--- src/hdl/io_params.svh ---
`ifndef IO_PARAMS_SVH
`define IO_PARAMS_SVH

// Wishbone bus widths
`define IO_ADDR_W 32
`define IO_DATA_W 32
`define IO_SEL_W  4   // One select bit per byte lane

// I/O register decode, one address bit per register
`define IO_LED_BIT 2  // RGB LED register
`define IO_TX_BIT  3  // UART transmit bit

// Both bits set in one address hits both registers

`endif
--- src/hdl/io_pkg.sv ---
`include "io_params.svh"

package io_pkg;

   // Bus vectors
   typedef logic [`IO_ADDR_W-1:0] io_addr_t;  // Byte address
   typedef logic [`IO_DATA_W-1:0] io_data_t;  // Write and read data
   typedef logic [`IO_SEL_W-1:0]  io_sel_t;   // Byte lane selects

   // Command master FSM
   typedef enum logic [1:0] {
      MST_IDLE = 2'd0,  // Waiting for a command
      MST_BUS  = 2'd1,  // Bus cycle open, waiting for ack
      MST_RESP = 2'd2   // Response held until taken
   } mst_state_t;

   // Encoding 2'd3 is never entered

endpackage

--- src/hdl/wb_if.sv ---
`timescale 1ns/10ps

interface wb_if;
   import io_pkg::*;

   // Request side, driven by the master
   logic     cyc;    // Cycle in progress
   logic     stb;    // Strobe, held until ack
   logic     we;     // Write enable
   io_addr_t adr;
   io_data_t dat_w;
   io_sel_t  sel;

   // Response side, driven by the slave
   io_data_t dat_r;
   logic     ack;    // Single cycle pulse

   modport master (
      output cyc, stb, we, adr, dat_w, sel,
      input  dat_r, ack
   );

   modport slave (
      input  cyc, stb, we, adr, dat_w, sel,
      output dat_r, ack
   );

endinterface

--- src/hdl/io_top.sv ---
`timescale 1ns/10ps

// I/O subsystem top
// Command master, registered slice and I/O block chained over Wishbone

module io_top (
   input  logic             CLK_I,
   input  logic             rst_n,
   // Command port, stands in for the core
   input  logic             cmd_valid,
   output logic             cmd_ready,
   input  logic             cmd_we,
   input  io_pkg::io_addr_t cmd_addr,
   input  io_pkg::io_data_t cmd_data,
   input  io_pkg::io_sel_t  cmd_sel,
   // Response port
   output logic             rsp_valid,
   input  logic             rsp_ready,
   output io_pkg::io_data_t rsp_data,
   // Board pins
   input  logic             rx,
   output logic             tx,
   output logic             led_red,
   output logic             led_green,
   output logic             led_blue
);

   wb_if bus_m ();   // Master to slice
   wb_if bus_s ();   // Slice to I/O registers

   // Command to bus cycle
   wb_cmd_master u_master (
      .CLK_I     (CLK_I),
      .rst_n     (rst_n),
      .cmd_valid (cmd_valid),
      .cmd_ready (cmd_ready),
      .cmd_we    (cmd_we),
      .cmd_addr  (cmd_addr),
      .cmd_data  (cmd_data),
      .cmd_sel   (cmd_sel),
      .rsp_valid (rsp_valid),
      .rsp_ready (rsp_ready),
      .rsp_data  (rsp_data),
      .bus       (bus_m.master)
   );

   // Registered stage, breaks the ack path
   wb_reg_slice u_slice (
      .CLK_I (CLK_I),
      .rst_n (rst_n),
      .up    (bus_m.slave),
      .down  (bus_s.master)
   );

   // LED, transmit and receive pins
   io_regs u_regs (
      .CLK_I     (CLK_I),
      .rst_n     (rst_n),
      .rx        (rx),
      .bus       (bus_s.slave),
      .tx        (tx),
      .led_red   (led_red),
      .led_green (led_green),
      .led_blue  (led_blue)
   );

endmodule

--- src/hdl/io_regs.sv ---
`timescale 1ns/10ps

`include "io_params.svh"

// RGB LED and UART transmit registers, receive pin read-back

module io_regs (
   input  logic CLK_I,
   input  logic rst_n,
   input  logic rx,          // UART receive pin, asynchronous
   wb_if.slave  bus,
   output logic tx,          // Bit-banged UART transmit
   output logic led_red,
   output logic led_green,
   output logic led_blue     // Mirrors synchronized rx
);
   import io_pkg::*;

   logic     access;         // Any strobed access
   logic     wr_en;          // Write to byte lane 0
   logic     led_wr;
   logic     tx_wr;
   logic     red_nxt;
   logic     green_nxt;
   logic     tx_nxt;
   logic     rx_meta;        // First synchronizer stage
   logic     rx_sync;        // Second stage, safe to use
   io_data_t rd_data;

   assign access = bus.cyc & bus.stb;
   assign wr_en  = access & bus.we & bus.sel[0];
   assign led_wr = wr_en & bus.adr[`IO_LED_BIT];
   assign tx_wr  = wr_en & bus.adr[`IO_TX_BIT];   // Both may hit at once

   // Values after this cycle, so a write reads back its own result
   assign red_nxt   = led_wr ? bus.dat_w[0] : led_red;
   assign green_nxt = led_wr ? bus.dat_w[1] : led_green;
   assign tx_nxt    = tx_wr  ? bus.dat_w[0] : tx;

   always_ff @(posedge CLK_I or negedge rst_n) begin
      if (!rst_n) begin
         led_red   <= 1'b0;
         led_green <= 1'b0;
         tx        <= 1'b1;     // Line idles high
      end else begin
         led_red   <= red_nxt;
         led_green <= green_nxt;
         tx        <= tx_nxt;
      end
   end

   // Two flop synchronizer on rx
   always_ff @(posedge CLK_I or negedge rst_n) begin
      if (!rst_n) begin
         rx_meta <= 1'b0;
         rx_sync <= 1'b0;
      end else begin
         rx_meta <= rx;
         rx_sync <= rx_meta;
      end
   end

   assign led_blue = rx_sync;

   // Read-back word
   always_comb begin
      rd_data    = '0;
      rd_data[0] = rx_sync;
      rd_data[1] = red_nxt;
      rd_data[2] = green_nxt;
      rd_data[3] = tx_nxt;
   end

   assign bus.dat_r = rd_data;
   assign bus.ack   = access;   // Zero wait states

endmodule

--- src/hdl/wb_reg_slice.sv ---
`timescale 1ns/10ps

// One-deep registered slice between master and I/O block
// Request goes down one cycle late, ack and data come back one cycle late

module wb_reg_slice (
   input logic  CLK_I,
   input logic  rst_n,
   wb_if.slave  up,     // From the command master
   wb_if.master down    // To the I/O registers
);
   import io_pkg::*;

   logic     busy;       // Request taken, upstream cycle not yet closed
   logic     start;      // First cycle of an upstream strobe
   logic     dn_stb;     // Downstream cycle and strobe
   logic     dn_done;    // Downstream ack seen
   logic     ack_q;      // Registered ack toward the master
   logic     we_q;
   io_addr_t adr_q;
   io_data_t dat_w_q;
   io_sel_t  sel_q;
   io_data_t dat_r_q;

   assign start   = up.cyc & up.stb & ~busy;
   assign dn_done = dn_stb & down.ack;

   // Control flags
   always_ff @(posedge CLK_I or negedge rst_n) begin
      if (!rst_n) begin
         busy   <= 1'b0;
         dn_stb <= 1'b0;
         ack_q  <= 1'b0;
      end else begin
         // Busy until the master lets go of strobe
         if (start) begin
            busy <= 1'b1;
         end else if (!up.stb) begin
            busy <= 1'b0;
         end
         // Exactly one downstream strobe per upstream cycle
         if (start) begin
            dn_stb <= 1'b1;
         end else if (down.ack) begin
            dn_stb <= 1'b0;
         end
         ack_q <= dn_done;    // One cycle pulse back up
      end
   end

   // Request register
   always_ff @(posedge CLK_I) begin
      if (start) begin
         we_q    <= up.we;
         adr_q   <= up.adr;
         dat_w_q <= up.dat_w;
         sel_q   <= up.sel;
      end
   end

   // Read data register, loaded with the ack
   always_ff @(posedge CLK_I) begin
      if (dn_done) begin
         dat_r_q <= down.dat_r;
      end
   end

   // Downstream side
   assign down.cyc   = dn_stb;
   assign down.stb   = dn_stb;
   assign down.we    = we_q;
   assign down.adr   = adr_q;
   assign down.dat_w = dat_w_q;
   assign down.sel   = sel_q;

   // Upstream side
   assign up.ack   = ack_q;
   assign up.dat_r = dat_r_q;

endmodule

--- src/hdl/wb_cmd_master.sv ---
`timescale 1ns/10ps

// Turns one command into one Wishbone classic cycle

module wb_cmd_master (
   input  logic             CLK_I,
   input  logic             rst_n,
   // Command port
   input  logic             cmd_valid,
   output logic             cmd_ready,
   input  logic             cmd_we,
   input  io_pkg::io_addr_t cmd_addr,
   input  io_pkg::io_data_t cmd_data,
   input  io_pkg::io_sel_t  cmd_sel,
   // Response port
   output logic             rsp_valid,
   input  logic             rsp_ready,
   output io_pkg::io_data_t rsp_data,
   // Bus toward the slice
   wb_if.master             bus
);
   import io_pkg::*;

   mst_state_t state;
   mst_state_t state_nxt;
   logic       cmd_xfer;    // Command accepted this edge
   logic       bus_done;    // Ack seen in bus phase
   logic       req_we;
   io_addr_t   req_adr;
   io_data_t   req_dat;
   io_sel_t    req_sel;
   io_data_t   rsp_q;

   assign cmd_ready = (state == MST_IDLE);    // Only idle takes commands
   assign rsp_valid = (state == MST_RESP);
   assign cmd_xfer  = cmd_valid & cmd_ready;
   assign bus_done  = (state == MST_BUS) & bus.ack;

   // Next state
   always_comb begin
      state_nxt = state;
      case (state)
         MST_IDLE: begin
            if (cmd_valid) begin
               state_nxt = MST_BUS;
            end
         end
         MST_BUS: begin
            if (bus.ack) begin
               state_nxt = MST_RESP;   // Drop strobe next cycle
            end
         end
         MST_RESP: begin
            if (rsp_ready) begin
               state_nxt = MST_IDLE;
            end
         end
         default: state_nxt = MST_IDLE;
      endcase
   end

   always_ff @(posedge CLK_I or negedge rst_n) begin
      if (!rst_n) begin
         state <= MST_IDLE;
      end else begin
         state <= state_nxt;
      end
   end

   // Request fields, frozen for the whole bus cycle
   always_ff @(posedge CLK_I) begin
      if (cmd_xfer) begin
         req_we  <= cmd_we;
         req_adr <= cmd_addr;
         req_dat <= cmd_data;
         req_sel <= cmd_sel;
      end
   end

   // Read data held until the response is taken
   always_ff @(posedge CLK_I) begin
      if (bus_done) begin
         rsp_q <= bus.dat_r;
      end
   end

   assign rsp_data = rsp_q;

   // Cycle and strobe straight from the state register
   assign bus.cyc   = (state == MST_BUS);
   assign bus.stb   = (state == MST_BUS);
   assign bus.we    = req_we;
   assign bus.adr   = req_adr;
   assign bus.dat_w = req_dat;
   assign bus.sel   = req_sel;

endmodule

--- config.mk ---
export PLATFORM = sky130hd
export DESIGN_NAME = io_top
export DESIGN_NICKNAME = d
export VERILOG_FILES = /design/src/hdl/io_pkg.sv /design/src/hdl/wb_if.sv /design/src/hdl/io_top.sv /design/src/hdl/io_regs.sv /design/src/hdl/wb_reg_slice.sv /design/src/hdl/wb_cmd_master.sv
export VERILOG_INCLUDE_DIRS = /design/src /design/src/hdl
export SDC_FILE = /design/constraint.sdc
export NUM_CORES = 1
export LEC_CHECK = 0
export BUFFER_PORTS_ARGS = -buffer_cell sky130_fd_sc_hd__buf_2
export CAP_MARGIN = 15
export CORE_ASPECT_RATIO = 0.5
export CORE_UTILIZATION = 38
export DETAILED_ROUTE_END_ITERATION = 8
export GPL_TIMING_DRIVEN = 0
export MAX_ROUTING_LAYER = met4
export PLACE_DENSITY = 0.83
export SYNTH_ARGS = -nofsm -noshare
export SYNTH_HDL_FRONTEND = slang
export SYNTH_SLANG_ARGS = --single-unit
export TNS_END_PERCENT = 1
--- constraint.sdc ---
create_clock -name CLK_I -period 2.3 [get_ports CLK_I]
set_input_delay 0.46 -clock CLK_I [delete_from_list [all_inputs] [get_ports CLK_I]]
set_output_delay 0.46 -clock CLK_I [all_outputs]
set_load 0.02 [all_outputs]
-- Yosys cells after proc, flatten, opt, wreduce, memory -nomap -nowiden
Index checks and enable logic that the tools add are counted.
- equality and inequality tests: 6
- mux-type cells: 10
- bitwise logic cells: 8
- reduce and logical (&&, ||, !) cells: 2
- operators by type and width (kind ; number):
    $and 1x1->1 ; 7
    $mux 1 ; 6
    $mux 2 ; 3
    $ne 2x2->1 const B ; 3
    $pmux 2 s3 ; 1
    $reduce_and 3->1 ; 1
    $eq 2x1->1 const B ; 1
    $eq 2x2->1 const B ; 1
    $logic_not 2->1 ; 1
    $ne 2x1->1 const B ; 1
    $not 1->1 ; 1
- register bits after elaboration: 34
- output and inout bits: 38
- word-level logic and storage cells: 45

-- Logic depth before layout (Yosys ltp)
- word-level depth: 4
- gate-level depth with buffers: 2
- gate-level depth less buffers: 2

-- By module
From an unflattened synthesis, not the netlist that was laid out.
- cell total of the unflattened synthesis: 270
- area, all modules: 6746.5 um^2
- by module, submodules not included (module ; instances ; cells an instance ; area each (um^2) ; seq. area each (um^2)):
    wb_cmd_master ; 1 ; 114 ; 3153.0 ; 3083.0
    wb_reg_slice ; 1 ; 111 ; 3153.0 ; 3108.0
    io_regs ; 1 ; 45 ; 440.4 ; 126.4

-- Least setup slack after synthesis
Ideal clock, no wire load.
- kind: register to register
- start: reg u_master.state[1]
- end: reg u_master.req_adr[2], in the netlist u_master.bus.adr[2] (enable)
- data arrival time: 1.009 ns
- required time: 1.980 ns
- path slack: 0.971 ns
- cell stages (with the launch flop): 3
- cell sequence: dfrtp_1 -> nor2_1 -> and2_1
- cells in the longest elaborated chain, start to end: 2
- RTL lines (element ; RTL line ; text):
    from (decl) ; wb_cmd_master.sv:24 ; mst_state_t state;
    from (signal assigned) ; wb_cmd_master.sv:66 ; state <= state_nxt;
    $logic_not 2->1 ; wb_cmd_master.sv:34 ; assign cmd_ready = (state == MST_IDLE);
    net cmd_ready ; io_top.sv:11 ; output logic cmd_ready,
    $and 1x1->1 ; wb_cmd_master.sv:36 ; assign cmd_xfer = cmd_valid & cmd_ready;
    net u_master.cmd_xfer ; wb_cmd_master.sv:26 ; logic cmd_xfer;
    to (signal assigned) ; wb_cmd_master.sv:74 ; req_adr <= cmd_addr;
    to (decl) ; wb_cmd_master.sv:29 ; io_addr_t req_adr;
The timed path passes the listed nets, and every way through them passes these cells.
A chain may end at the register's enable or synchronous reset.

-- Worst setup path after layout
- start: reg u_master.state[0]
- end: out rsp_valid
- cells in the longest elaborated chain, start to end: 1
- RTL lines (element ; RTL line ; text):
    $eq 2x2->1 ; wb_cmd_master.sv:35 ; assign rsp_valid = (state == MST_RESP);
    to (decl) ; io_top.sv:17 ; output logic rsp_valid,
Every way passes these cells.

==> run summary <==
Total CTS buffers = 5
Tmin final = 1490 ps
Proportion of layout cells with a drive suffix above 1 = 44.6%
P_int = 1.17 mW
Max Clock Freq = 670 MHz
First-pass GRT wire length = 2.57 mm
Syn Area/Cell = 15.8 um^2
Crit Path Category = register to output pin
Maxcap violations = 0
PwrDens = 1090 nW/um^2
Post-CTS sizing = 0
Final nets = 203
Initial DRC Count = 27
Die height = 41.5 um
Initial Util = 42.9%
Sw power = 493 uW
Max Fanout on Critical Path = 6
CP delay by family, top = flip-flops
Initial antenna violation count = 0
Final period util = 64.9%
Area occupied by multi-input gates = 221 um^2
Register bit total from synthesis = 30
1st-pass router iterations = 4
Pins Over Slew Limit = 0
Standard-cell rows = 13
I/O pin count = 112
Final Skew = 3.80 ps
Setup ws final = 807 ps
Sequential share of the synthesized area = 71.8%
Status = complete, no violations
Yosys Warn Count = 0
DIE AREA = 3360 um^2
Via/cell ratio = 3.68
CTS Root Cell = clkbuf_8
Flip-flop and latch area = 852 um^2
Slew Limit Headroom = 65.2%
Most frequent cells in the layout = buf_4, conb_1, buf_2, edfxtp_1, dfrtp_1
Via count = 614
Clk pin slew, worst setup/hold paths = 60 ps
GR Overflow Total = 0
Leak = 0.744 nW
Clock share of power = 25.3%
Die W = 81.0 um
Final wirelength = 1.60 mm
Pre-CTS WS = 868 ps
CP Cell Sequence = nor2b_1 -> buf_2
DR WL/cell = 9.57 um
Number of global-route vias before repair = 560
Mapped Area = 1190 um^2
Register share of total power = 52.7%
Slowest stage delay, CP = 420 ps
Pin count of the biggest net entering global routing = 11
# DRC = 0
CTS Buffer Depth = 2
Net switching fraction of the power = 29.6%
FILL cells = 233
Worst Path Buf+Inv = 1
Sink Count = 30
Final HPWL DP = 1.22 mm
I/O Buffers = 20
CTS tree = built
Crit path DAT = 1030 ps
Peak VDD IR = 427 uV
Detail Route Antenna Nets = 0
Core Footprint = 2770 um^2
RSZ-0062 raised after global routing = false
Setup_tns = 0 ps
Worst path slowest cell = dfrtp_1
ANT cells = 0
Unique masters post-synth = 18
CP Capture Type = output pin
RD Place Congestion = 0.693
Final Hold Vio Count = 0
Worst setup SP type = register
# H-tree levels = 2
Critical Path RT = 1840 ps
Post-CTS Setup Bufs = 0
Worst Hold Class = input port to async pin
Final setup viols = 0
Comb power frac = 22.0%
GRT Util Overall = 11.7%
Post-Synthesis Cells = 75
CTS Hold Bufs = 0
Worst-Skew Late Latency = 270 ps
Synthesis-to-finish area growth = 28.6%
Least-Margin Pin Slew = 521 ps
-- power by group through the flow --
stage | registers (mW) | logic [mW] | clock network [mW]
4_1_cts | 0.883 | 0.369 | 0.427
5_1_grt | 0.899 | 0.400 | 0.469
6_report | 0.879 | 0.366 | 0.422
3_5_place_dp | 0.891 | 0.368 | 0
2_1_floorplan | 0.921 | 0.219 | 0
3_3_place_gp | 0.882 | 0.355 | 0
-- cell families after synthesis --
| family | Yosys count | synth area share, % |
|---|---|---|
| AO/OA/AOI/OAI | 2 | 1.05 |
| other | 1 | 0.316 |
| buffers and inverters | 29 | 18.0 |
| flip-flops | 30 | 71.8 |
| AND/OR/NAND/NOR | 10 | 5.91 |
| multiplexers | 3 | 2.85 |
-- registers in the layout, summed over array words and instances, names as in the netlist, 2 cells and up --
register and flops:
u_master.state 2, u_master.bus.adr 2, u_slice.down.adr 2, u_master.rsp_data 4, u_slice.down.dat_w 2, u_master.bus.dat_w 2, u_slice.up.dat_r 4
-- final cells by class --
cell class                 instances  area share, %
buffer                            28           13.8
clock buffer                       7           5.66
clock inverter                     1          0.328
inverter                           1          0.246
multi-input combinational         43           14.5
sequential                        30           55.9
tap                               37           3.04
timing repair buffer              20           6.56
-- worst register-to-register path, delay by kind of cell (launching register included) --
kind          cells  cell delay, ps
flops             1             410
simple gates      2             660
-- per-layer routing --
metal	global-route usage, %	wire, um	vias to the layer above	share of wire [%]
li1	-	-	305	-
met1	12.0	607	268	38
met2	16.6	713	36	45
met3	7.25	242	5	15
met4	7.50	34	0	2.1
met5	-	0	-	0
-- path summary, 6_finish.rpt --
kind | slack (ps) | cells after the start | endpoint | startpoint
min in group CLK_I | 290 | 1 | u_regs.rx_meta | rx
min reg2reg | 350 | 0 | u_regs.led_blue | u_regs.rx_meta
max | 810 | 2 | rsp_valid | u_master.state[0]
max reg2reg | 870 | 2 | u_slice.down.dat_w[0] | u_master.state[1]
max in group asynchronous | 2010 | 1 | u_regs.tx | rst_n
min | 30 | 1 | u_master.state[0] | rst_n
-- synth_stat cells --
library cell / count / area share [%]
buf_4: 28 / 18
nor2_1: 1 / 0.32
nand2b_1: 2 / 1.1
mux2_1: 2 / 1.9
edfxtp_1: 20 / 51
dfrtp_1: 9 / 19
a21oi_1: 1 / 0.42
conb_1: 1 / 0.32
and3b_1: 1 / 0.74
mux2_2: 1 / 0.95
and2b_1: 1 / 0.63
and2_1: 1 / 0.53
nand4_2: 1 / 1.1
a21o_1: 1 / 0.63
nor2b_1: 2 / 1.1
inv_1: 1 / 0.32
nand4_1: 1 / 0.53
dfstp_2: 1 / 2.2
-- metrics by stage --
stage / utilization, % / area [um^2] / cells / total power [mW] / hold slack, ps
6_report: 55.2 / 1530 / 167 / 1.67 / 33.7
2_1_floorplan: - / 1290 / 102 / 1.14 / 164
5_1_grt: 55.2 / 1530 / 167 / 1.77 / 36.1
4_1_cts: 55.2 / 1530 / 167 / 1.68 / 40.9
3_5_place_dp: 51.9 / 1430 / 159 / 1.26 / 333
3_3_place_gp: 51.9 / 1430 / 159 / 1.24 / 327
Note: power is estimated with default switching activity, not from simulation.
